==> config.mk <==
export PLATFORM = sky130hd
export DESIGN_NAME = layer_sequencer
export DESIGN_NICKNAME = d
export VERILOG_FILES = /design/src/hw/nn_pkg.sv /design/src/hw/layer_sequencer.sv
export SDC_FILE = /design/constraint.sdc
export NUM_CORES = 1
export LEC_CHECK = 0
export BUFFER_PORTS_ARGS = -buffer_cell sky130_fd_sc_hd__clkbuf_2
export CORE_AREA = 2 2 39 41
export CTS_CLUSTER_SIZE = 12
export DETAILED_ROUTE_END_ITERATION = 8
export DIE_AREA = 0 0 41 43
export PLACE_DENSITY = 0.75
export SLEW_MARGIN = 10
export SYNTH_ARGS = -nofsm -noshare
export SYNTH_HDL_FRONTEND = slang
export SYNTH_SLANG_ARGS = --single-unit
==> constraint.sdc <==
create_clock -name clk -period 1.6 [get_ports clk]
set_input_delay 0.16 -clock clk [delete_from_list [all_inputs] [get_ports clk]]
set_output_delay 0.16 -clock clk [all_outputs]
set_load 0.01 [all_outputs]
==> src/hw/nn_pkg.sv <==
package nn_pkg;

    // Network shape
    localparam int IMG_PIXELS  = 64;
    localparam int L1_OUT      = 8;
    localparam int L2_OUT      = 8;
    localparam int L3_OUT      = 10;
    localparam int NUM_CLASSES = L3_OUT;

    // Weight rows are stored row-major, one row per output neuron
    localparam int W1_BASE = 0;
    localparam int W2_BASE = W1_BASE + IMG_PIXELS * L1_OUT;
    localparam int W3_BASE = W2_BASE + L1_OUT * L2_OUT;
    localparam int W_DEPTH = W3_BASE + L2_OUT * L3_OUT;

    localparam int ACT_DEPTH = 16;
    localparam int PIX_W     = $clog2(IMG_PIXELS);

    typedef logic signed [7:0]              weight_t;
    typedef logic signed [31:0]             act_t;
    typedef logic [$clog2(W_DEPTH)-1:0]     w_addr_t;
    typedef logic [$clog2(ACT_DEPTH)-1:0]   a_addr_t;
    typedef logic [$clog2(NUM_CLASSES)-1:0] class_t;

    // Input count, wide enough to hold IMG_PIXELS itself
    typedef logic [PIX_W:0] in_cnt_t;

    localparam act_t ACT_MIN = {1'b1, {($bits(act_t) - 1){1'b0}}};

    typedef enum logic [2:0] {
        IDLE,
        LAYER1,
        LAYER2,
        LAYER3,
        FINISH
    } seq_state_t;

    typedef struct packed {
        a_addr_t n_out;
        in_cnt_t n_in;
        w_addr_t w_base;
        logic    src_image;
        logic    src_bank;
        logic    relu;
        logic    last;
    } layer_cfg_t;

    typedef struct packed {
        w_addr_t addr;
        weight_t data;
    } wt_write_t;

    typedef struct packed {
        logic    valid;
        a_addr_t index;
        act_t    value;
    } result_t;

endpackage

==> src/hw/layer_sequencer.sv <==
`timescale 1ns/1ps

module layer_sequencer
    import nn_pkg::*;
(
    input  logic       clk,
    input  logic       resetn,
    input  logic       start,
    input  logic       layer_done,
    output layer_cfg_t cfg,
    output logic       layer_start,
    output logic       busy,
    output logic       done
);

    seq_state_t state;
    seq_state_t state_next;
    logic       enter_layer;

    always_comb begin
        state_next = state;
        case (state)
            IDLE: begin
                if (start) begin
                    state_next = LAYER1;
                end
            end
            LAYER1: begin
                if (layer_done) begin
                    state_next = LAYER2;
                end
            end
            LAYER2: begin
                if (layer_done) begin
                    state_next = LAYER3;
                end
            end
            LAYER3: begin
                if (layer_done) begin
                    state_next = FINISH;
                end
            end
            FINISH: begin
                state_next = IDLE;
            end
            default: begin
                state_next = IDLE;
            end
        endcase
    end

    assign enter_layer = (state_next != state) &&
                         (state_next inside {LAYER1, LAYER2, LAYER3});

    always_ff @(posedge clk or posedge resetn) begin
        if (resetn) begin
            state       <= IDLE;
            layer_start <= 1'b0;
        end else begin
            state       <= state_next;
            layer_start <= enter_layer;
        end
    end

    // Layer 1 reads the image and writes bank 0, layer 2 goes 0 to 1
    always_comb begin
        cfg = '0;
        case (state)
            LAYER1: begin
                cfg.n_out     = a_addr_t'(L1_OUT);
                cfg.n_in      = in_cnt_t'(IMG_PIXELS);
                cfg.w_base    = w_addr_t'(W1_BASE);
                cfg.src_image = 1'b1;
                cfg.relu      = 1'b1;
            end
            LAYER2: begin
                cfg.n_out    = a_addr_t'(L2_OUT);
                cfg.n_in     = in_cnt_t'(L1_OUT);
                cfg.w_base   = w_addr_t'(W2_BASE);
                cfg.src_bank = 1'b0;
                cfg.relu     = 1'b1;
            end
            LAYER3: begin
                cfg.n_out    = a_addr_t'(L3_OUT);
                cfg.n_in     = in_cnt_t'(L2_OUT);
                cfg.w_base   = w_addr_t'(W3_BASE);
                cfg.src_bank = 1'b1;
                cfg.last     = 1'b1;
            end
            default: begin
                cfg = '0;
            end
        endcase
    end

    assign busy = (state != IDLE);
    // FINISH lets argmax register the tenth result
    assign done = (state == FINISH);

endmodule

==> report_table.html <==
<table>
<tr><th>Metric</th><th>Value</th></tr>
<tr><th colspan="2">Route</th></tr>
<tr><td>DRC marker count from the first detailed-route iteration</td><td>0</td></tr>
<tr><td>Remaining antenna violation count</td><td>0</td></tr>
<tr><td>Total Routed Length</td><td>slightly below 600 µm</td></tr>
<tr><td>Mean routed wirelength per cell</td><td>~7.5 µm</td></tr>
<tr><td>Via-to-Cell Ratio</td><td>approximately 3.7</td></tr>
<tr><td>Post-route DRC violation count</td><td>0</td></tr>
<tr><td>Number of vias in the routed layout</td><td>~290</td></tr>
<tr><td>Number of iterations in the first detailed-routing pass</td><td>1</td></tr>
<tr><th colspan="2">Critical path</th></tr>
<tr><td>Required time at the worst-slack endpoint</td><td>between 1 and 1.5 ns</td></tr>
<tr><td>Endpoint of the worst-slack reg-to-reg timing path</td><td>state[0]$_DFF_PP0_</td></tr>
<tr><td>Launching point of the worst reg2reg path</td><td>state[1]$_DFF_PP0_</td></tr>
<tr><td>FF-to-FF path depth</td><td>3</td></tr>
<tr><td>Arrival time of the worst setup path</td><td>approximately 1.3 ns</td></tr>
<tr><td>Critical Setup Path Class</td><td>flop to primary output</td></tr>
<tr><td>Type of element capturing the critical path</td><td>primary output</td></tr>
<tr><td>Critical path's slowest cell</td><td>dfrtp_1</td></tr>
<tr><td>Startpoint type of the worst setup path</td><td>flop</td></tr>
<tr><td>Worst path cell trace</td><td>or3_1 -&gt; clkbuf_2</td></tr>
<tr><td>Maximum single-stage delay on the critical path</td><td>0.49 ns</td></tr>
<tr><td>Max Fanout on Critical Path</td><td>11</td></tr>
<tr><td>Slack of the worst reg-to-reg path</td><td>between 0.3 and 0.4 ns</td></tr>
<tr><th colspan="2">Timing</th></tr>
<tr><td>Maximum clock frequency</td><td>between 700 and 800 MHz</td></tr>
<tr><td>Setup TNS after final layout</td><td>0 ns</td></tr>
<tr><td>Share of the cycle needed by the critical path after routing</td><td>approximately nine tenths</td></tr>
<tr><td>Setup Skew</td><td>approximately 0.0013 ns</td></tr>
<tr><td>Total of endpoints with negative setup slack in the final report</td><td>0</td></tr>
<tr><td>Max-slew violation total from the final report</td><td>0</td></tr>
<tr><td>Number of hold violations in the final report</td><td>0</td></tr>
<tr><td>RSZ-0062 raised after global routing</td><td>no</td></tr>
<tr><td>Post-route minimum period</td><td>1.41 ns</td></tr>
<tr><th colspan="2">Finish</th></tr>
<tr><td>Commonest non-fill, non-tap cells in the layout</td><td>16 x clkbuf_2, 15 x conb_1, 5 x nor2_1</td></tr>
<tr><td>Post-layout nets</td><td>67</td></tr>
<tr><td>Share of layout cells above drive strength 1</td><td>a little over a third</td></tr>
<tr><td>Syn-to-layout area delta</td><td>3.54%</td></tr>
<tr><td>Antenna cell count</td><td>0</td></tr>
<tr><td>Commonest non-fill, non-tap cell in the layout</td><td>clkbuf_2</td></tr>
<tr><td>Number of filler cells placed in the layout</td><td>162</td></tr>
<tr><td>Sequential cell area</td><td>between 100 and 150 µm²</td></tr>
<tr><td>Area occupied by multi-input gates</td><td>~200 µm²</td></tr>
<tr><th colspan="2">Logic synthesis</th></tr>
<tr><td>Yosys warning count</td><td>0</td></tr>
<tr><td>Number of distinct standard cells referenced by the synthesized netlist</td><td>20</td></tr>
<tr><td>Average cell area after synthesis</td><td>~8.7 µm²</td></tr>
<tr><td>Post-synthesis sequential area ratio</td><td>between 20% and 30%</td></tr>
<tr><td>Synth Register Bits</td><td>4</td></tr>
<tr><td>Instance count of the mapped netlist</td><td>49</td></tr>
<tr><td>Post-synth design cell area</td><td>about 420 µm²</td></tr>
<tr><th colspan="2">Clock network</th></tr>
<tr><td>Max H-tree Level</td><td>1</td></tr>
<tr><td>Root Buffer</td><td>clkbuf_4</td></tr>
<tr><td>Post-CTS setup buffer count</td><td>0</td></tr>
<tr><td>Skew-Pair Late Insertion Delay</td><td>between 0.2 and 0.25 ns</td></tr>
<tr><td>Clk buf depth</td><td>2</td></tr>
<tr><td>CTS buffer count</td><td>3</td></tr>
<tr><td>Clock input transition at the sequential cells of the worst setup and hold paths</td><td>roughly 0.030 ns</td></tr>
<tr><td>CTS tree</td><td>yes</td></tr>
<tr><td>TritonCTS sink count</td><td>4</td></tr>
<tr><td>Number of gates given a new drive strength after cts</td><td>0</td></tr>
<tr><th colspan="2">Pwr</th></tr>
<tr><td>Overall power after layout</td><td>roughly 0.00086 W</td></tr>
<tr><td>Power spent charging and discharging nets</td><td>between 0.0003 and 0.0004 W</td></tr>
<tr><td>Total power density per cell area</td><td>~2000 nW/µm²</td></tr>
<tr><td>Leak</td><td>approximately 0.25 nW</td></tr>
<tr><td>Peak supply drop</td><td>between 0.4 and 0.5 mV</td></tr>
<tr><td>Sequential group share of total power</td><td>around 28%</td></tr>
<tr><td>Fraction of power spent switching nets</td><td>between 40% and 50%</td></tr>
<tr><td>Share of power burned in the clock network</td><td>13.7%</td></tr>
<tr><td>Pint</td><td>between 0.0004 and 0.0005 W</td></tr>
<tr><td>Gate power share</td><td>between 50% and 60%</td></tr>
<tr><th colspan="2">Place</th></tr>
<tr><td>Placer's final routability congestion estimate</td><td>around 0.64</td></tr>
<tr><td>Port Buffers</td><td>16</td></tr>
<tr><td>HPWL after detailed placement</td><td>approximately 480 µm</td></tr>
<tr><th colspan="2">Hold path</th></tr>
<tr><td>Hold endpoint</td><td>layer_start$_DFF_PP0_</td></tr>
<tr><td>Worst Hold Depth</td><td>3</td></tr>
<tr><td>Worst Hold Launch</td><td>layer_done</td></tr>
<tr><td>Hold crit path type</td><td>input pin to flop</td></tr>
<tr><th colspan="2">Global routing</th></tr>
<tr><td>GRT Total Usage</td><td>under 10%</td></tr>
<tr><td>Total global routing overflow</td><td>0</td></tr>
<tr><td>Initial antenna violation count</td><td>0</td></tr>
<tr><td>Vias in the first global route</td><td>211</td></tr>
<tr><td>Wire length of the first global-routing pass</td><td>between 700 and 800 µm</td></tr>
<tr><td>Pin count of the biggest net entering global routing</td><td>12</td></tr>
<tr><th colspan="2">Die</th></tr>
<tr><td>Die Ht</td><td>roughly 43 µm</td></tr>
<tr><td>Starting density of the core</td><td>between 30% and 40%</td></tr>
<tr><td>Die area</td><td>roughly 1800 µm²</td></tr>
<tr><td>Std-Cell Rows</td><td>14</td></tr>
<tr><td>Width of the chip</td><td>about 40 µm</td></tr>
<tr><td>Placeable Area</td><td>1380 µm²</td></tr>
<tr><td>Count of pins on the block boundary</td><td>32</td></tr>
<tr><th colspan="2">Job</th></tr>
<tr><td>Max-capacitance violation count</td><td>0</td></tr>
<tr><th colspan="2">Status</th></tr>
<tr><td>Outcome</td><td>finished clean</td></tr>
</table>
-- power by group through the flow --
stage,logic [W],registers (W),clock network [W]
6_report,0.000505,0.000239,0.000119
5_1_grt,0.000588,0.000248,0.000130
4_1_cts,0.000513,0.000237,0.000128
3_5_place_dp,0.000510,0.000238,0
3_3_place_gp,0.000503,0.000235,0
2_1_floorplan,0.000532,0.000176,0
-- critical path, delay by kind of cell (launching register included) --
family                 cells  cell delay, ns
buffers and inverters      1            0.13
AND/OR/NAND/NOR            1            0.40
flip-flops                 1            0.49
-- registers in the layout (all words and copies together) (netlist names) --
signal,flops
state,3
layer_start,1
-- worst max path at each step --
stage,start,cells after the start,slack [ns],endpoint
floorplan,state[1]$_DFF_PP0_,3,0.35,cfg[20]
global placement,state[1]$_DFF_PP0_,3,0.42,state[0]$_DFF_PP0_
detailed placement,state[1]$_DFF_PP0_,3,0.39,state[0]$_DFF_PP0_
CTS,state[1]$_DFF_PP0_,2,0.18,busy
global route,state[1]$_DFF_PP0_,2,0.12,busy
finish,state[1]$_DFF_PP0_,2,0.19,busy
-- synthesized netlist by cell type (all sizes together) --
library cell	instances	area, µm²
a211oi	2	20.0
and2	2	12.5
and3b	2	17.5
buf	22	170
conb	1	3.75
dfrtp	4	100
inv	1	3.75
mux2	1	11.3
nand2	1	3.75
nand2b	1	13.8
nor2	5	18.8
nor2b	2	12.5
nor3b	1	7.51
o21ai	1	5.00
or3	1	6.26
xnor2	1	8.76
xor2	1	8.76
-- metrics by stage --
stage / utilization [%] / worst slack (ns) / instances / hold WS, ns / area, µm²
after floorplan: - / 0.348 / 63 / -0.0739 / 477
after global placement: 29.4 / 0.424 / 73 / 0.0275 / 407
after detailed placement: 29.4 / 0.391 / 73 / 0.0319 / 407
after CTS: 31.7 / 0.182 / 77 / 0.244 / 439
after global routing: 31.7 / 0.124 / 77 / 0.270 / 439
final: 31.7 / 0.187 / 77 / 0.250 / 439
-- final cells by class --
cell class	instances	area share [%]
clock buffer	3	5.13
inverter	1	0.855
multi-input combinational	36	46.2
sequential	4	22.8
tap	16	4.56
timing repair buffer	17	20.5
-- layer usage --
layer  up-vias  share of wire, %  track usage (%)
met4         0                 0             6.00
met3         0                15             3.14
met2        21                49             11.3
met5         -                 0                0
li1        144                 -                -
met1       122                35             5.19
-- kinds of logic after synthesis --
| logic type | Yosys count | synth area share [%] |
|---|---|---|
| buffers and inverters | 23 | 41.0 |
| AND/OR/NAND/NOR | 15 | 21.8 |
| flip-flops | 4 | 23.6 |
| AO/OA/AOI/OAI | 3 | 5.90 |
| XOR/XNOR | 2 | 4.13 |
| multiplexers | 1 | 2.65 |
| other | 1 | 0.884 |
-- timing repair --
item                                    in CTS  in global routing
hold buffers                                 1                  0
endpoints found under the setup margin       0                  0
endpoints found under the hold margin        4                  0
Note: power is estimated with default switching activity, not from simulation.
