[src/hw/nn_buffer.sv]
`timescale 1ns/1ps

module nn_buffer #(
    parameter type elem_t = logic [7:0],
    parameter int  DEPTH  = 16
) (
    input  logic                     clk,
    input  logic                     we,
    input  logic [$clog2(DEPTH)-1:0] waddr,
    input  elem_t                    wdata,
    input  logic [$clog2(DEPTH)-1:0] raddr,
    output elem_t                    rdata
);

    elem_t mem [DEPTH];

    // Write port
    always_ff @(posedge clk) begin
        if (we) begin
            mem[waddr] <= wdata;
        end
    end

    // Registered read, one cycle of latency
    always_ff @(posedge clk) begin
        rdata <= mem[raddr];
    end

endmodule

[config.mk]
export PLATFORM = sky130hd
export DESIGN_NAME = nn_buffer
export DESIGN_NICKNAME = d
export VERILOG_FILES = /design/src/hw/nn_buffer.sv
export SDC_FILE = /design/constraint.sdc
export NUM_CORES = 1
export LEC_CHECK = 0
export ABC_AREA = 1
export BUFFER_PORTS_ARGS = -buffer_cell sky130_fd_sc_hd__buf_2
export CAP_MARGIN = 20
export CORE_MARGIN = 8
export CORE_UTILIZATION = 41
export DETAILED_ROUTE_END_ITERATION = 8
export HOLD_SLACK_MARGIN = 0.1
export SLEW_MARGIN = 25
export SYNTH_ARGS = -nofsm -noshare
export SYNTH_HDL_FRONTEND = slang
export SYNTH_SLANG_ARGS = --single-unit
[constraint.sdc]
create_clock -name clk -period 1 [get_ports clk]
set_input_delay 0.05 -clock clk [delete_from_list [all_inputs] [get_ports clk]]
set_output_delay 0.05 -clock clk [all_outputs]
set_load 0.05 [all_outputs]
==> reports/qor.txt, run 1 <==
Vias - 3873
Synth top area share - 0.667
Synth Instances - 551
Clk root buf - clkbuf_16
CP Cell Sequence - buf_8
Critical Path RT - 0.95 ns
GRT Residual Overflow - 0
Final Cell Area - 0.00704 mm2
Max FO, Critical Path - 1
Drt pass-1 iters - 5
Slew Viols, Final - 0
Worst path max stage delay - 0.36 ns
Count of standard-cell rows - 43
Flop2flop setup slack - 0.05 ns
GRT Resource Usage Total - 0.152
Endpoints failing setup - 0
Worst-margin pin slew - 0.413 ns
Clock Path Buffers - 2
Crit share post-route - 0.968
Vias per cell - 4.82
Tmin final - 0.968 ns
Sink Count - 136
Max rail drop VDD - 1530 uV
Largest net degree at the start of global routing - 65
Pwr Density - 1840 mW/mm2
# diodes - 0
CTS tree - yes
Synth Area in XOR/XNOR - 0
Ranking of synthesized cells by area - edfxtp_1 (67%), nand2_1 (11%), nand3_1 (8.4%)
Number of buffers created by CTS - 17
Initial drt markers - 355
CP max-delay cell - dfxtp_4
Mux cell area share after synthesis - 0
Largest family of logic cells by synthesized area - simple AND/OR/NAND/NOR gates
Dpl hpwl - 8.08 mm
Post-Syn Nets - 569
CP top delay family - flip-flops
Simple-gate share of the synthesized area - 0.210
Setup crit end kind - primary output
Die ar. - 0.0181 mm2
Die W - 135 um
Routed WL per cell - 16.2 um
Design Power - 13000 uW
Number of max-cap violations - 0
Total negative setup slack - 0 ns
Nets - 628
Drt drc - 0
Compound-Gate Fraction of Synth Area - 0
Synth cell types - 12
Crit path buf inv count - 1
Layout area overhead - 22.0%
Worst endpoint data arrival time - 0.92 ns
GP Congestion - 0.794
Seq/Total Area, Yosys - 0.694
Dpl cell area - 0.00624 mm2
Initial antenna violation count - 0
WHS - 0.187 ns
Core region area - 0.0138 mm2
Synthesized area - 0.00577 mm2
CTS clk-pin slew, worst paths - 0.06 ns
Vias in the first global route - 3870
Initial Utilization - 0.417
Hold Path Class - in2reg
Max Fclk - 1.03 GHz
Detailed Route WL - 13.0 mm
Mean post-synth cell area - 10.5 um2
Seq cells post-synth - 136
Synth area leader - edfxtp_1
Post-synthesis adder-cell area fraction - 0
Synthesis Warnings - 0
Clock Skew - 0.00474 ns
Rel. slew slack - 0.724
PortBufs - 25
Final Hold Fails - 0
Leak - 0.00306 uW
Antenna Nets Post-Route - 0
H-tree depth - 4
Clk Latency, worst-skew pair - 0.41 ns
Critical setup path kind - reg2out
IO Count - 26
Status - finished, final reports clean
Layout cells sized above 1 - 0.180
First-pass GRT wire length - 20.6 mm
Die Span Y - 135 um
Worst setup SP type - register
stage by stage:
stage | instances | worst slack, ns | util
finish | 803 | 0.0316 | 0.509
global route | 803 | -0.0128 | 0.509
CTS | 803 | -0.000974 | 0.499
detailed placement | 762 | -0.111 | 0.451
global placement | 762 | -0.121 | 0.451
floorplan | 551 | -0.000845 | -
cells in the final DEF (no fill, tap or decap):
cell and count:
dfxtp_1 5, nand2_1 172, buf_8 1, buf_12 5, nand2_2 1, clkbuf_16 17
nand3_2 26, dfxtp_2 2, buf_4 26, clkinvlp_4 1, bufinv_16 1, inv_1 100
clkinv_2 6, nand3_1 71, buf_2 17, nor2_1 17, inv_2 2, buf_6 6
dfxtp_4 1, clkbuf_1 1, edfxtp_1 128, nand3b_1 2, dlygate4sd3_1 9, clkinv_1 6
state kept, by name, summed over array words and instances (netlist names):
| signal | cells |
|---|---|
| mem | 128 |
| rdata | 8 |
cell type report:
class,count,area (um2)
Clock buffer,18,429
Clock inverter,14,90.1
Fill cell,1233,6790
Inverter,102,383
Multi-Input combinational cell,289,1350
Sequential cell,136,4010
Tap cell,180,225
Timing Repair Buffer,64,553
power breakdown:
part / leakage (uW) / internal (uW) / total, uW / switching (uW)
clock network: 0.000258 / 3320 / 5500 / 2170
logic: 0.00158 / 353 / 1060 / 708
registers: 0.00122 / 6380 / 6420 / 44.5
metal layers:
layer	track usage	routed length [um]	vias to the layer above
met1	0.195	5980	1870
met5	0	0	-
met4	0.0755	296	0
met3	0.0386	566	20
li1	-	-	1890
met2	0.236	6200	93
final timing paths:
| path | end | depth (start not counted) | from |
|---|---|---|---|
| max | rdata[7] | 1 | rdata[7] |
| min | rdata[5] | 6 | raddr[2] |
| max reg2reg | rdata[5] | 6 | mem[1][5] |
| min reg2reg | rdata[5] | 6 | mem[12][5] |
cells by family (layout without fill, tap and decap cells):
kind of cell,after synthesis,after routing
flip-flops,136,136
buffers and inverters,126,198
AND/OR/NAND/NOR,289,289
synth_stat cells:
master	n
nand2_1	173
edfxtp_1	128
inv_1	100
nand3_1	97
nor2_1	17
buf_2	13
dfxtp_1	8
buf_6	6
buf_4	4
inv_2	2
nand3b_1	2
buf_1	1
what timing repair did:
action,4_1_cts,5_1_grt
setup endpoints to repair,9,13
gates resized for setup,16,31
buffers inserted,0,0
pin swaps,0,8
hold buffers,9,0
hold endpoints to repair,136,0
(Power assumes the default switching activity.)
==> run 2, diff against run 1 <==
==> constraint.sdc (replaced) <==
create_clock -name clk -period 1 [get_ports clk]
set_input_delay 0.1 -clock clk [delete_from_list [all_inputs] [get_ports clk]]
set_output_delay 0.1 -clock clk [all_outputs]
set_load 0.05 [all_outputs]
==> reports/qor.txt, run 2 (synthesis results as in run 1) <==
Die Span Y - 135 um
Hold Path Class - in2reg
Final Hold Fails - 0
Reg area - 0.00402 mm2
Leak - 0.00306 uW
Largest net degree at the start of global routing - 57
Worst-margin pin slew - 0.456 ns
Met3 WL post-DR - 653 um
Crit path buf inv count - 1
Die W - 135 um
CTS tree - yes
CP max-delay cell - dfxtp_2
Failing checks - setup timing
WHS Endpoint - mem[2][1]
WHS - 0.113 ns
NetSw - 3080 uW
Regs by FF count - mem (128), rdata (8)
Number of buffers created by CTS - 17
Rel. slew slack - 0.695
Critical setup path kind - reg2out
Hold wc startpoint - wdata[1]
Largest register FFs - 128
Drt pass-1 iters - 5
WHS Path Cells - 1
Worst endpoint data arrival time - 0.93 ns
Worst path max stage delay - 0.36 ns
Fin worst setup slack - -0.0266 ns
Number of max-cap violations - 0
Cells on worst reg2reg path - 6
RR Startpoint - mem[11][4]
Layout cells sized above 1 - 0.206
Seq pwr share - 0.474
Sink Count - 136
Nets - 617
Clock Skew - 0.00701 ns
Max Fclk - 0.974 GHz
Clk Latency, worst-skew pair - 0.42 ns
Die ar. - 0.0181 mm2
Cell count after placement - 758
Flop2flop setup slack - 0.03 ns
Multi-input gate area - 0.00138 mm2
Number of post-CTS setup repair buffers - 0
IO Count - 26
First-pass GRT wire length - 20.9 mm
Routed WL per cell - 16.5 um
Combinational share of power - 0.080
Clock Path Buffers - 2
Detailed Route WL - 13.1 mm
Dpl hpwl - 8.06 mm
Post-place setup slack - -0.185 ns
Layout area overhead - 23.5%
DR WL met2 - 6.50 mm
Initial Utilization - 0.417
Drt drc - 0
Commonest non-fill, non-tap cells in the layout - nand2_1 (173), edfxtp_1 (128), inv_1 (99)
GRT Residual Overflow - 0
Internal Dissipation - 10500 uW
Initial drt markers - 282
GRT Resource Usage Total - 0.153
Share of total power in the clock network - 0.445
CP Cell Sequence - buf_8
CTS clk-pin slew, worst paths - 0.06 ns
Endpoints failing setup - 3
Clk root buf - clkbuf_16
Pwr Density - 1910 mW/mm2
PortBufs - 25
Status - complete, but fails checks
# diodes - 0
RSZ-0062 raised after global routing - true
Core region area - 0.0138 mm2
Setup crit end kind - primary output
Switch share - 0.227
Antenna Nets Post-Route - 0
Worst setup SP type - register
Slew Viols, Final - 0
Most flops, register - mem
Top routing layer used - met4
Initial antenna violation count - 0
Count of standard-cell rows - 43
H-tree depth - 4
CP top delay family - flip-flops
Design Power - 13600 uW
Tmin final - 1.03 ns
Non-Filler Instances - 792
Max FO, Critical Path - 1
Critical Path RT - 0.90 ns
GP Congestion - 0.770
Final-layout fill cell count - 1173
M1 WL - 5.73 mm
Vias - 3737
Vias in the first global route - 3804
Max rail drop VDD - 997 uV
Crit share post-route - 1.03
Most common cell after layout, fill and taps aside - nand2_1
R2r endpoint - rdata[4]
Vias per cell - 4.72
-- run 2: changes by cell type in the layout (fill, tap and decap cells not counted), sizes merged, moves of 2 or more --
cell and change:
buf -4, dlygate4sd3 -7, clkbuf +2, clkinv -6
clkinvlp +2
-- run 2: layout make-up --
class,instances,share of cell area
Tap cell,180,0.0316
Inverter,102,0.0538
Clock inverter,12,0.0181
Clock buffer,20,0.0627
Timing Repair Buffer,53,0.0766
Multi-Input combinational cell,289,0.193
Sequential cell,136,0.564
-- run 2: power groups by stage --
stage	logic (uW)	clock network (uW)	registers, uW
floorplan	452	0	6650
global placement	949	0	6530
detailed placement	956	0	6530
CTS	1050	6110	6440
global route	1180	6330	6450
finish	1090	6040	6440
-- run 2: worst max path at each step --
| stage | from | to | slack, ns | depth (start not counted) |
|---|---|---|---|---|
| 5_1_grt | rdata[5] | rdata[5] | -0.05 | 1 |
| 3_3_place_gp | raddr[0] | rdata[7] | -0.19 | 7 |
| 4_1_cts | rdata[5] | rdata[5] | -0.05 | 1 |
| 6_report | rdata[5] | rdata[5] | -0.03 | 1 |
| 3_5_place_dp | raddr[0] | rdata[7] | -0.18 | 7 |
| 2_1_floorplan | waddr[2] | mem[10][0] | -0.05 | 2 |
-- run 2: what timing repair did --
| item | CTS | global route |
|---|---|---|
| endpoints found under the hold margin | 24 | 0 |
| setup endpoints to repair | 10 | 16 |
| pin swaps | 1 | 13 |
| gates resized for setup | 36 | 29 |
| hold buffers | 2 | 0 |
-- run 2: metrics by stage --
stage	area, um2	utilization	TNS [ns]
CTS	6980	0.505	-0.158
floorplan	5770	-	-4.12
finish	7120	0.515	-0.0423
global placement	6280	0.454	-7.43
global route	7120	0.515	-0.218
detailed placement	6280	0.454	-9.47
-- run 2: metal layers --
layer | up-vias | global-route usage
met5 | - | 0
met4 | 0 | 0.0549
met2 | 101 | 0.257
met1 | 1758 | 0.188
li1 | 1862 | -
met3 | 16 | 0.0368
==> run 3, diff against run 2 <==
--- a/config.mk
+++ b/config.mk
@@ -5,7 +5,6 @@
 export SDC_FILE = /design/constraint.sdc
 export NUM_CORES = 1
 export LEC_CHECK = 0
-export ABC_AREA = 1
 export BUFFER_PORTS_ARGS = -buffer_cell sky130_fd_sc_hd__buf_2
 export CAP_MARGIN = 20
 export CORE_MARGIN = 8
==> reports/qor.txt, run 3 <==
Core region area - 0.0124 mm2
Failing checks - setup timing
Flop2flop setup slack - -0.27 ns
Die Span Y - 128 um
Endpoints failing setup - 10
Setup crit end kind - register
Initial drt markers - 171
Clock Path Buffers - 2
Synth Instances - 229
Final-layout fill cell count - 973
Synth cell types - 19
Layout area overhead - 30.9%
Final Hold Fails - 0
GRT Residual Overflow - 0
Worst-margin pin slew - 0.823 ns
Post-Syn Nets - 247
CTS clk-pin slew, worst paths - 0.05 ns
Number of max-cap violations - 0
Clock Skew - 0.00375 ns
Vias per cell - 4.96
Nets - 332
Detailed Route WL - 9.75 mm
Max rail drop VDD - 1160 uV
Hold wc startpoint - raddr[3]
RSZ-0062 raised after global routing - true
PortBufs - 25
WHS Endpoint - rdata[7]
Cells on worst reg2reg path - 3
Pwr Density - 1930 mW/mm2
Non-Filler Instances - 499
H-tree depth - 4
Max FO, Critical Path - 1
Initial antenna violation count - 0
Most flops, register - mem
Drt pass-1 iters - 4
Drt drc - 0
Antenna Nets Post-Route - 0
Count of standard-cell rows - 41
CTS tree - yes
Regs by FF count - mem (128), rdata (8)
Most common cell after layout, fill and taps aside - edfxtp_1
Ranking of synthesized cells by area - edfxtp_1 (75%), mux4_2 (7.9%), mux4_1 (7.1%)
Slew Viols, Final - 0
Largest register FFs - 128
Clk Latency, worst-skew pair - 0.41 ns
Commonest cells post-synth - edfxtp_1 (128), mux4_2 (18), a22oi_1 (16)
Dpl cell area - 0.00601 mm2
DR WL met2 - 5.10 mm
Hold Path Class - in2reg
Finished Core Util - 0.543
Ys flop type - edfxtp_1
Synthesis Warnings - 0
Ys async rst share - 0
Vias - 2474
Commonest non-fill, non-tap cells in the layout - edfxtp_1 (128), mux4_2 (32), buf_4 (23)
R2r endpoint - rdata[4]
IO Count - 26
Reg area - 0.00401 mm2
Seq/Total Area, Yosys - 0.778
Synth top area share - 0.747
RR Startpoint - mem[11][4]
Fin worst setup slack - -0.267 ns
Dpl hpwl - 6.50 mm
# diodes - 0
Layout cells sized above 1 - 0.480
WHS Path Cells - 4
Crit share post-route - 1.27
Largest net degree at the start of global routing - 17
Die W - 128 um
Met3 WL post-DR - 360 um
Max Fclk - 0.789 GHz
Total negative setup slack - -1.92 ns
Mean post-synth cell area - 22.5 um2
Cell count after placement - 459
Vias in the first global route - 2712
Leak - 0.00226 uW
Synthesized area - 0.00515 mm2
M1 WL - 4.11 mm
Final Cell Area - 0.00674 mm2
Tmin final - 1.27 ns
Post-synth EDFFs - 128
Count leader, synth - edfxtp_1
Number of post-CTS setup repair buffers - 0
Initial Utilization - 0.415
Clk root buf - clkbuf_16
Number of buffers created by CTS - 17
Critical setup path kind - reg2reg
Routed WL per cell - 19.5 um
Critical Path RT - 1.29 ns
Top routing layer used - met4
GRT Resource Usage Total - 0.133
Design Power - 13000 uW
Seq cells post-synth - 136
Multi-input gate area - 0.00111 mm2
Rel. slew slack - 0.450
Die ar. - 0.0164 mm2
First-pass GRT wire length - 15.6 mm
Status - complete, but fails checks
Synth area leader - edfxtp_1
Worst setup SP type - register
GP Congestion - 0.702
Sink Count - 136
Worst endpoint data arrival time - 1.56 ns
## run 3: layout make-up
cell class                      instances  share of cell area
Clock buffer                           23              0.0695
Clock inverter                          9              0.0111
Multi-Input combinational cell         83               0.165
Sequential cell                       136               0.596
Tap cell                              172              0.0319
Timing Repair Buffer                   76               0.126
## run 3: worst max-delay path by stage
stage / slack, ns / cells after the start / to / from
after floorplan: -0.20 / 2 / mem[0][0] / waddr[2]
after global placement: -0.56 / 6 / rdata[2] / raddr[0]
after detailed placement: -0.56 / 6 / rdata[2] / raddr[0]
after CTS: -0.30 / 3 / rdata[4] / mem[10][4]
after global routing: -0.32 / 3 / rdata[2] / mem[0][2]
final: -0.27 / 3 / rdata[4] / mem[11][4]
## run 3: logic make-up after synthesis
| family | share of synthesized area |
|---|---|
| compound gates | 0.0233 |
| buf+inv | 0.0168 |
| flops | 0.778 |
| mux | 0.150 |
| simple gates | 0.0318 |
## run 3: critical path: stages (launching register included)
cell and delay (ns):
edfxtp_1 0.35, mux4_2 0.49, a22oi_2 0.22, nand2_1 0.09
## run 3: metrics by stage
step                      hold WS [ns]  setup slack (ns)
after detailed placement         0.500            -0.564
after global placement           0.493            -0.556
after floorplan                  0.199            -0.203
after global routing             0.274            -0.325
after CTS                        0.228            -0.295
final                            0.241            -0.267
## run 3: timing repair
item / 4_1_cts / 5_1_grt
gates resized for setup: 33 / 2
endpoints found under the setup margin: 16 / 15
hold buffers: 8 / 0
hold endpoints to repair: 128 / 0
## run 3: metal layers
layer / global-route usage / vias up
met5: 0 / -
met2: 0.218 / 44
met4: 0.0671 / 0
met3: 0.0349 / 15
met1: 0.161 / 1288
li1: - / 1127
## run 3: power by group
group,internal (uW),switching [uW]
registers,6390,50.4
clock network,3510,2110
logic,465,508
