==> config.mk <==
export PLATFORM = sky130hd
export DESIGN_NAME = argmax_unit
export DESIGN_NICKNAME = d
export VERILOG_FILES = /design/src/hw/nn_pkg.sv /design/src/hw/argmax_unit.sv
export SDC_FILE = /design/constraint.sdc
export NUM_CORES = 1
export LEC_CHECK = 0
export BUFFER_PORTS_ARGS = -buffer_cell sky130_fd_sc_hd__buf_2
export CAP_MARGIN = 20
export CORE_UTILIZATION = 27
export CTS_CLUSTER_SIZE = 25
export DETAILED_ROUTE_END_ITERATION = 6
export HOLD_SLACK_MARGIN = 0.12
export SYNTH_ARGS = -nofsm -noshare
export SYNTH_HDL_FRONTEND = slang
export SYNTH_SLANG_ARGS = --single-unit
==> constraint.sdc <==
create_clock -name clk -period 4.8 [get_ports clk]
set_clock_uncertainty 0.05 [all_clocks]
set_input_delay 0.96 -clock clk [delete_from_list [all_inputs] [get_ports clk]]
set_output_delay 0.96 -clock clk [all_outputs]
set_load 0.1 [all_outputs]
==> src/hw/nn_pkg.sv <==
package nn_pkg;

    // Network shape
    localparam int IMG_PIXELS  = 64;
    localparam int L1_OUT      = 8;
    localparam int L2_OUT      = 8;
    localparam int L3_OUT      = 10;
    localparam int NUM_CLASSES = L3_OUT;

    // Weight rows are stored row-major, one row per output neuron
    localparam int W1_BASE = 0;
    localparam int W2_BASE = W1_BASE + IMG_PIXELS * L1_OUT;
    localparam int W3_BASE = W2_BASE + L1_OUT * L2_OUT;
    localparam int W_DEPTH = W3_BASE + L2_OUT * L3_OUT;

    localparam int ACT_DEPTH = 16;
    localparam int PIX_W     = $clog2(IMG_PIXELS);

    typedef logic signed [7:0]              weight_t;
    typedef logic signed [31:0]             act_t;
    typedef logic [$clog2(W_DEPTH)-1:0]     w_addr_t;
    typedef logic [$clog2(ACT_DEPTH)-1:0]   a_addr_t;
    typedef logic [$clog2(NUM_CLASSES)-1:0] class_t;

    // Input count, wide enough to hold IMG_PIXELS itself
    typedef logic [PIX_W:0] in_cnt_t;

    localparam act_t ACT_MIN = {1'b1, {($bits(act_t) - 1){1'b0}}};

    typedef enum logic [2:0] {
        IDLE,
        LAYER1,
        LAYER2,
        LAYER3,
        FINISH
    } seq_state_t;

    typedef struct packed {
        a_addr_t n_out;
        in_cnt_t n_in;
        w_addr_t w_base;
        logic    src_image;
        logic    src_bank;
        logic    relu;
        logic    last;
    } layer_cfg_t;

    typedef struct packed {
        w_addr_t addr;
        weight_t data;
    } wt_write_t;

    typedef struct packed {
        logic    valid;
        a_addr_t index;
        act_t    value;
    } result_t;

endpackage

==> src/hw/argmax_unit.sv <==
`timescale 1ns/1ps

module argmax_unit
    import nn_pkg::*;
(
    input  logic    clk,
    input  logic    resetn,
    input  logic    clear,
    input  result_t result,
    output class_t  max_class
);

    act_t max_val;
    logic beats_max;

    // Strictly greater, so the lowest index keeps a tie
    assign beats_max = result.valid && (result.value > max_val);

    always_ff @(posedge clk or posedge resetn) begin
        if (resetn) begin
            max_val   <= ACT_MIN;
            max_class <= '0;
        end else if (clear) begin
            // Index 0 stands in until something beats the floor
            max_val   <= ACT_MIN;
            max_class <= '0;
        end else if (beats_max) begin
            max_val   <= result.value;
            max_class <= class_t'(result.index);
        end
    end

endmodule

==> results.ini, run 1 <==
[power]
power.density_mw_per_mm2 = 391.1
vdd.ir_drop.worst_mv = 0.3252
static-leakage-power_nw = 2.023

[setup_path]
timing.critical_path.arrival_ps = 3720
timing.reg2reg.worst_path_depth = 9
endpoint_kind = register
regToRegEndpoint = max_val[16]
timing.critical_path.fanout_max = 37
cp.required_ps = 4950
rr_startpoint = max_val[31]
timing.critical_path.from_type = input port
reg2reg_setup_slack_ps = 1500
crit_type = in2reg

[cells_and_area]
final_cell_mix = buf_2, nand4_1, nor2b_1
area_of_the_multi_input_gates_mm2 = 0.003567
nNetsFinal = 651
final_common_cell = buf_2
ff_latch_area_um2 = 902.1
finalNonFillerCells = 805
final_util = 0.3080
diodes = 0
share_of_final_layout_standard_cells_stronger_than_drive_strength_1 = 0.1793
filler_cells_inserted = 1873
areaGrowthSynthToFinish_pct = 9.987

[timing]
rsz0062_at_grt = false
setup_viol_count_final = 0
slew_limit_headroom = 0.3251
min_period_ps = 3570
final-max-slew-violation-count = 0
worst-slew-pin-transition_ps = 1012
final_critical_path_setup_slack_ps = 1230
fin_tns_setup_ps = 0
max_freq_mhz = 280.1
timing.final.hold_violations = 0
final_min_period_over_clock_period = 0.7438

[yosys]
number_of_synthesized_register_bits = 36
dominant_combinational_cell_family_by_area_after_synthesis = compound AO/OA/AOI/OAI gates
synthesis.yosys.warnings = 0
seq_area_frac_synth = 0.1837
synth-edff-count = 0
syn_inst = 593
synth_simple_gate_area_share = 0.3001
synth_area_leaders = dfrtp_1, o221ai_2, ha_1
syn-num-nets = 665
yosys.cell_types.count = 40
synth_top_area_frac = 0.1783
xor_and_xnor_fraction_of_the_mapped_netlist_area = 0
post_synthesis_instance_area_mm2 = 0.004911
synthesis.area_per_instance_um2 = 8.282
synthDominantAreaCellType = dfrtp_1
compound_gate_portion_of_the_synthesized_area = 0.3353
synthAdderAreaFrac = 0.08153
synth-async-reset-ratio = 1.000
synth.area.mux_share = 0
most_used_flip_flop_cell_after_synthesis = dfrtp_1

[clock_network]
worst_skew_pair.late_latency_ps = 290
cts_post_setup_buffers_inserted = 0
clock_transition_at_the_register_clock_pins_on_the_worst_setup_and_hold_paths_after_cts_ps = 70
clockRootBuffer = clkbuf_16
cts_resized = 0
htreeDepth = 2
cts_num_sinks = 36
number_of_buffers_created_by_cts = 5
post_cts_hold_buffer_count = 0
cts_tree = yes
max-clock-path-buffers = 2

[global_routing]
grt_overflow_total = 0
globalRouteTotalUtil = 0.1593
grt_antenna_before_repair = 0
grt_start_max_net_pins = 130
first_pass_grt_wire_length_mm = 23.72
vias_in_the_first_global_route = 4340

[placed_design]
dpl.hpwl_mm = 8.467
buffer_ports.inserted = 43
gpl.final_weighted_congestion = 0.7018
place_inst = 796
worst_slack_at_placement_ps = 828.6

[routing]
route.antenna.remaining_nets = 0
post-route-drc-count = 0
detail_route.wl_per_cell_um = 17.99
detail_route.wirelength_mm = 14.48
initialDrtViolationCount = 484
viasPerCell = 6.000
vias = 4830
first_pass_iters = 5

[worst_hold_path]
worstHoldPathType = reg2reg
hold_depth = 2
min-delay-start = max_val[31]
hold-path-endpoint = max_val[31]

[outcome]
status = completed

[floorplanning]
pin_count = 44
design.die.area_mm2 = 0.01873
floorplan.initialDensity = 0.2800
die_w_um = 136.9
coreArea_mm2 = 0.01754
fp.dieH_um = 136.9
row_count = 48

[run]
maxCapViolCount = 0

==> critical path, cell delays in order <==
cell      delay [ps]
buf_2            110
ha_1             310
nand4_1          210
or4_1            590
buf_4            310
o21ai_2          630
or4_1            200
o221ai_1         110
a211oi_1         280
==> area by class of cell <==
type | instances | area share
Tap cell | 225 | 0.05212
Multi-Input combinational cell | 445 | 0.6604
Clock inverter | 2 | 0.001853
Inverter | 33 | 0.02293
Timing Repair Buffer | 58 | 0.06996
Sequential cell | 36 | 0.1670
Clock buffer | 6 | 0.02571
==> layer usage <==
layer | vias to the layer above | GRT usage | share of wire
met5 | - | 0 | 0
met4 | 0 | 0.03419 | 0.014
met3 | 15 | 0.02815 | 0.046
met2 | 132 | 0.2439 | 0.46
met1 | 2359 | 0.2308 | 0.48
li1 | 2324 | - | -
==> worst max-delay path by stage <==
stage                     from            to
floorplan           result[31]   max_val[12]
global placement    result[30]  max_class[3]
detailed placement  result[23]   max_val[16]
CTS                 result[23]   max_val[16]
global route        result[14]   max_val[31]
finish              result[14]   max_val[31]
==> synth_stat cells (32+ instances only) <==
master and count:
clkbuf_1 54, nand4_1 42, nor2b_1 40, a22o_1 36
and3_1 36, a221o_1 35, dfrtp_1 35, nand3b_1 35
o2111ai_1 35, nor2_1 34, inv_1 33, ha_1 32
==> stage by stage <==
| stage | area [µm²] | total power, W | hold WS (ps) |
|---|---|---|---|
| 5_1_grt | 5401 | 0.002286 | 589.2 |
| 6_report | 5401 | 0.002113 | 565.0 |
| 4_1_cts | 5381 | 0.002114 | 561.6 |
| 3_5_place_dp | 5233 | 0.001755 | 547.0 |
| 2_1_floorplan | 4911 | 0.001468 | 504.7 |
| 3_3_place_gp | 5233 | 0.001748 | 535.3 |
==> registers in the layout, indices dropped and copies added (netlist names) <==
signal,flops
max_val,32
max_class,4
==> where the power goes <==
part | switching (W) | internal [W]
clock | 0.000146 | 0.000205
sequential | 0.0000298 | 0.000408
combinational | 0.000860 | 0.000464
==> cells by family after synthesis <==
logic type	after synthesis
flip-flops	36
AO/OA/AOI/OAI	170
AND/OR/NAND/NOR	243
adder cells (fa/ha/maj)	32
buffers and inverters	112
Power figures use the tool's default switching activity.
==> run 2, diff against run 1 <==
Clock period 4.8 ns to 3.2 ns, I/O delays scaled along.
==> results.ini, run 2 (synthesized netlist as in run 1, its figures left out) <==
[outcome]
status = completed

[placed_design]
gpl.final_weighted_congestion = 0.7189
worst_slack_at_placement_ps = 128.1
buffer_ports.inserted = 43
dpl.hpwl_mm = 9.044
placedInstanceArea_mm2 = 0.005405

[global_routing]
grt_overflow_total = 0
vias_in_the_first_global_route = 4515
grt_antenna_before_repair = 0
globalRouteTotalUtil = 0.1624
grt_start_max_net_pins = 180
first_pass_grt_wire_length_mm = 24.34

[cells_and_area]
share_of_final_layout_standard_cells_stronger_than_drive_strength_1 = 0.1926
postLayoutCellArea_mm2 = 0.005552
areaGrowthSynthToFinish_pct = 13.04
ff_latch_area_um2 = 902.1
final_cell_mix = buf_2, nand4_1, nor2b_1
diodes = 0
filler_cells_inserted = 1865
area_of_the_multi_input_gates_mm2 = 0.003567
regMostFlops = max_val
final_common_cell = buf_2
max_reg_flops = 32
largest_registers = max_val (32), max_class (4)
nNetsFinal = 663

[floorplanning]
row_count = 48
pin_count = 44
coreArea_mm2 = 0.01754
floorplan.initialDensity = 0.2800
fp.dieH_um = 136.9
die_w_um = 136.9
design.die.area_mm2 = 0.01873

[setup_path]
crit_buf_inv = 2
timing.reg2reg.worst_path_depth = 9
worstSetupPathDepth = 9
cp_top_family = compound AO/OA/AOI/OAI gates
crit_type = reg2reg
timing.critical_path.from_type = register
slowest_stage = or4_4
cpPeakStageDelay_ps = 560
cp.required_ps = 3320
timing.critical_path.cells = inv_1 -> ha_4 -> nand4_4 -> or4_4 -> buf_4 -> o2111ai_1 -> a22o_1 -> o221ai_1 -> a221o_1
timing.critical_path.fanout_max = 22
timing.critical_path.arrival_ps = 2930
endpoint_kind = register

[clock_network]
clock_transition_at_the_register_clock_pins_on_the_worst_setup_and_hold_paths_after_cts_ps = 60
max-clock-path-buffers = 2
htreeDepth = 2
cts_post_setup_buffers_inserted = 0
cts_tree = yes
cts_num_sinks = 36
post_cts_hold_buffer_count = 0
number_of_buffers_created_by_cts = 5
cts_resized = 0
clockRootBuffer = clkbuf_16
worst_skew_pair.late_latency_ps = 290

[routing]
post-route-drc-count = 0
vias = 4772
first_pass_iters = 4
initialDrtViolationCount = 411
detail_route.wl_per_cell_um = 17.71
route.antenna.remaining_nets = 0
viasPerCell = 5.841
detail_route.wirelength_mm = 14.47

[timing]
final_critical_path_setup_slack_ps = 397.8
final-max-slew-violation-count = 0
setup_viol_count_final = 0
final_min_period_over_clock_period = 0.8757
worst-slew-pin-transition_ps = 621.3
fin_tns_setup_ps = 0
rsz0062_at_grt = false
max_freq_mhz = 356.9
min_period_ps = 2802
fin_worst_hold_slack_ps = 446.8
timing.final.hold_violations = 0
slew_limit_headroom = 0.5858

[power]
total_power_w = 0.003302
power.density_mw_per_mm2 = 594.7
vdd.ir_drop.worst_mv = 0.3781
static-leakage-power_nw = 2.098

[run]
maxCapViolCount = 0

[worst_hold_path]
worstHoldPathType = in2async

[run 2: changes by cell type in the layout (fill, tap and decap cells not counted)]
| cell | previous run | this run |
|---|---|---|
| clkbuf_1 | 0 | 2 |
| clkinv_2 | 2 | 0 |
| buf_12 | 4 | 9 |
| buf_4 | 11 | 18 |
[run 2: path summary, 6_finish.rpt]
| path | from | end | slack [ps] |
|---|---|---|---|
| max | max_val[31] | max_class[1] | 400 |
| min | resetn | max_val[3] | 450 |
| max reg2reg | max_val[31] | max_class[1] | 400 |
| min reg2reg | max_val[31] | max_val[31] | 540 |
| max in group asynchronous | resetn | max_val[25] | 2280 |
| min in group clk | max_val[31] | max_val[31] | 540 |
[run 2: routing by layer]
layer  part of all wire  vias to the layer above  GRT usage
li1                   -                     2344          -
met1               0.51                     2320     0.2404
met2               0.45                      100     0.2487
met3              0.029                        8    0.02037
met4             0.0080                        0    0.03419
met5                  0                        -          0
[run 2: area by class of cell]
type                            count  share of cell area
Multi-Input combinational cell    445              0.6426
Tap cell                          225             0.05071
Timing Repair Buffer               70             0.09556
Sequential cell                    36              0.1625
Clock buffer                        8             0.02637
Inverter                           33             0.02231
[run 2: per-stage QoR]
step / std cells / util
floorplan: 593 / -
global placement: 809 / 0.3082
detailed placement: 809 / 0.3082
CTS: 817 / 0.3166
global route: 817 / 0.3166
finish: 817 / 0.3166
[run 2: worst register-to-register path: cells and delay by family, from the launching register on]
family / cells / cell delay [ps]
buffers and inverters: 2 / 300
AND/OR/NAND/NOR: 2 / 710
adder cells (fa/ha/maj): 1 / 320
flip-flops: 1 / 540
AO/OA/AOI/OAI: 4 / 770
[run 2: power breakdown]
group,internal (W),switching [W]
registers,0.000612,0.0000465
logic,0.000808,0.00131
clock network,0.000312,0.000214
total,0.00173,0.00157
==> run 3, diff against run 2 <==
Settings changed: CORE_MARGIN set to 8.
==> results.ini, run 3 (synthesized netlist as in run 1, its figures left out) <==
[outcome]
status = completed

[routing]
first_pass_iters = 5
route.antenna.remaining_nets = 0
detail_route.wl_per_cell_um = 18.21
post-route-drc-count = 0
initialDrtViolationCount = 507
vias = 4887
detail_route.wirelength_mm = 14.93
viasPerCell = 5.960

[power]
p_comb_frac = 0.640
cellInternalPower_w = 0.001705
power.density_mw_per_mm2 = 592.9
vdd.ir_drop.worst_mv = 0.3366
static-leakage-power_nw = 2.073
power.switching_fraction = 0.4789
share_seq_of_total_power = 0.201
power_frac_clock = 0.159
net-switching-power_w = 0.001567

[setup_path]
slowest_stage = a2111oi_0
crit_buf_inv = 3
timing.critical_path.arrival_ps = 2980
cp_top_family = compound AO/OA/AOI/OAI gates
regToRegEndpoint = max_class[0]
timing.critical_path.from_type = input port
timing.critical_path.cells = buf_2 -> ha_1 -> nand4_1 -> buf_4 -> a2111oi_0 -> o31a_2 -> buf_12 -> o221ai_1 -> a221o_1
cp.required_ps = 3330
timing.reg2reg.worst_path_depth = 9
rr_startpoint = max_val[31]
crit_type = in2reg
endpoint_kind = register
timing.critical_path.fanout_max = 41
reg2reg_setup_slack_ps = 390
cpPeakStageDelay_ps = 560

[global_routing]
grt_overflow_total = 0
grt_antenna_before_repair = 1
globalRouteTotalUtil = 0.1310
first_pass_grt_wire_length_mm = 24.58
vias_in_the_first_global_route = 4557
grt_start_max_net_pins = 180

[cells_and_area]
final_cell_mix = buf_2, nand4_1, nor2b_1
share_of_final_layout_standard_cells_stronger_than_drive_strength_1 = 0.1898
largest_registers = max_val (32), max_class (4)
postLayoutCellArea_mm2 = 0.005519
finalNonFillerCells = 820
final_common_cell = buf_2
filler_cells_inserted = 1924
nNetsFinal = 661
areaGrowthSynthToFinish_pct = 12.38
final_util = 0.3083
max_reg_flops = 32
regMostFlops = max_val

[clock_network]
cts_post_setup_buffers_inserted = 0
htreeDepth = 2
cts_num_sinks = 36
clock_transition_at_the_register_clock_pins_on_the_worst_setup_and_hold_paths_after_cts_ps = 70
worst_skew_pair.late_latency_ps = 290
number_of_buffers_created_by_cts = 5
cts_resized = 0
post_cts_hold_buffer_count = 0
clockRootBuffer = clkbuf_16
cts_tree = yes
max-clock-path-buffers = 2

[placed_design]
place_inst = 811
dpl.hpwl_mm = 9.440
gpl.final_weighted_congestion = 0.7572
worst_slack_at_placement_ps = 23.96
placedInstanceArea_mm2 = 0.005370
buffer_ports.inserted = 43

[floorplanning]
die_w_um = 150.9
fp.dieH_um = 150.9
design.die.area_mm2 = 0.02276
row_count = 49
floorplan.initialDensity = 0.2743
pin_count = 44
coreArea_mm2 = 0.01790

[timing]
rsz0062_at_grt = false
min_period_ps = 2851
fin_tns_setup_ps = 0
slew_limit_headroom = 0.5924
final-max-slew-violation-count = 0
final_critical_path_setup_slack_ps = 349.5
setup_viol_count_final = 0
max_freq_mhz = 350.8
final_min_period_over_clock_period = 0.8908
timing.final.hold_violations = 0
worst-slew-pin-transition_ps = 596.0

[worst_hold_path]
worstHoldPathType = in2async

[run]
maxCapViolCount = 0

## run 3: cell types whose count changed in the layout (fill, tap and decap cells not counted)
cell | before | now
buf_12 | 9 | 7
diode_2 | 0 | 1
## run 3: area by class of cell
cell class | count | area [µm²] | area share
Multi-Input combinational cell | 445 | 3567 | 0.6463
Timing Repair Buffer | 68 | 490.5 | 0.08887
Tap cell | 229 | 286.5 | 0.05192
Clock buffer | 8 | 146.4 | 0.02652
Sequential cell | 36 | 902.1 | 0.1635
Antenna cell | 1 | 2.502 | 0.0004534
Inverter | 33 | 123.9 | 0.02244
## run 3: metrics by stage
stage | power [W] | hold slack, ps
2_1_floorplan | 0.002201 | 504.7
3_3_place_gp | 0.002731 | 538.5
3_5_place_dp | 0.002748 | 545.1
4_1_cts | 0.003275 | 466.6
5_1_grt | 0.003520 | 524.1
6_report | 0.003272 | 443.1
## run 3: routing by layer
metal / part of all wire / up-vias / routed length [µm] / track usage
li1: - / 2347 / - / -
met1: 0.47 / 2389 / 6973 / 0.1814
met5: 0 / - / 0 / 0
met3: 0.043 / 11 / 646 / 0.01524
met2: 0.48 / 140 / 7181 / 0.2141
met4: 0.0087 / 0 / 130 / 0.02721
## run 3: worst max-delay path by stage
| stage | from | endpoint | depth (start not counted) |
|---|---|---|---|
| after floorplan | result[31] | max_val[12] | 10 |
| after global placement | result[14] | max_class[2] | 9 |
| after detailed placement | result[14] | max_class[1] | 9 |
| after CTS | result[14] | max_class[1] | 9 |
| after global routing | result[14] | max_class[0] | 9 |
| final | result[14] | max_class[0] | 9 |
## run 3: power by group through the flow
stage | logic (W) | registers, W | clock network [W]
after global placement | 0.00207 | 0.000663 | 0
after CTS | 0.00209 | 0.000659 | 0.000529
after detailed placement | 0.00208 | 0.000667 | 0
after floorplan | 0.00142 | 0.000782 | 0
after global routing | 0.00231 | 0.000675 | 0.000540
final | 0.00209 | 0.000657 | 0.000521
## run 3: worst min-delay path: cells and delay by family
kind / cells / cell delay [ps]
buffers and inverters: 3 / 590
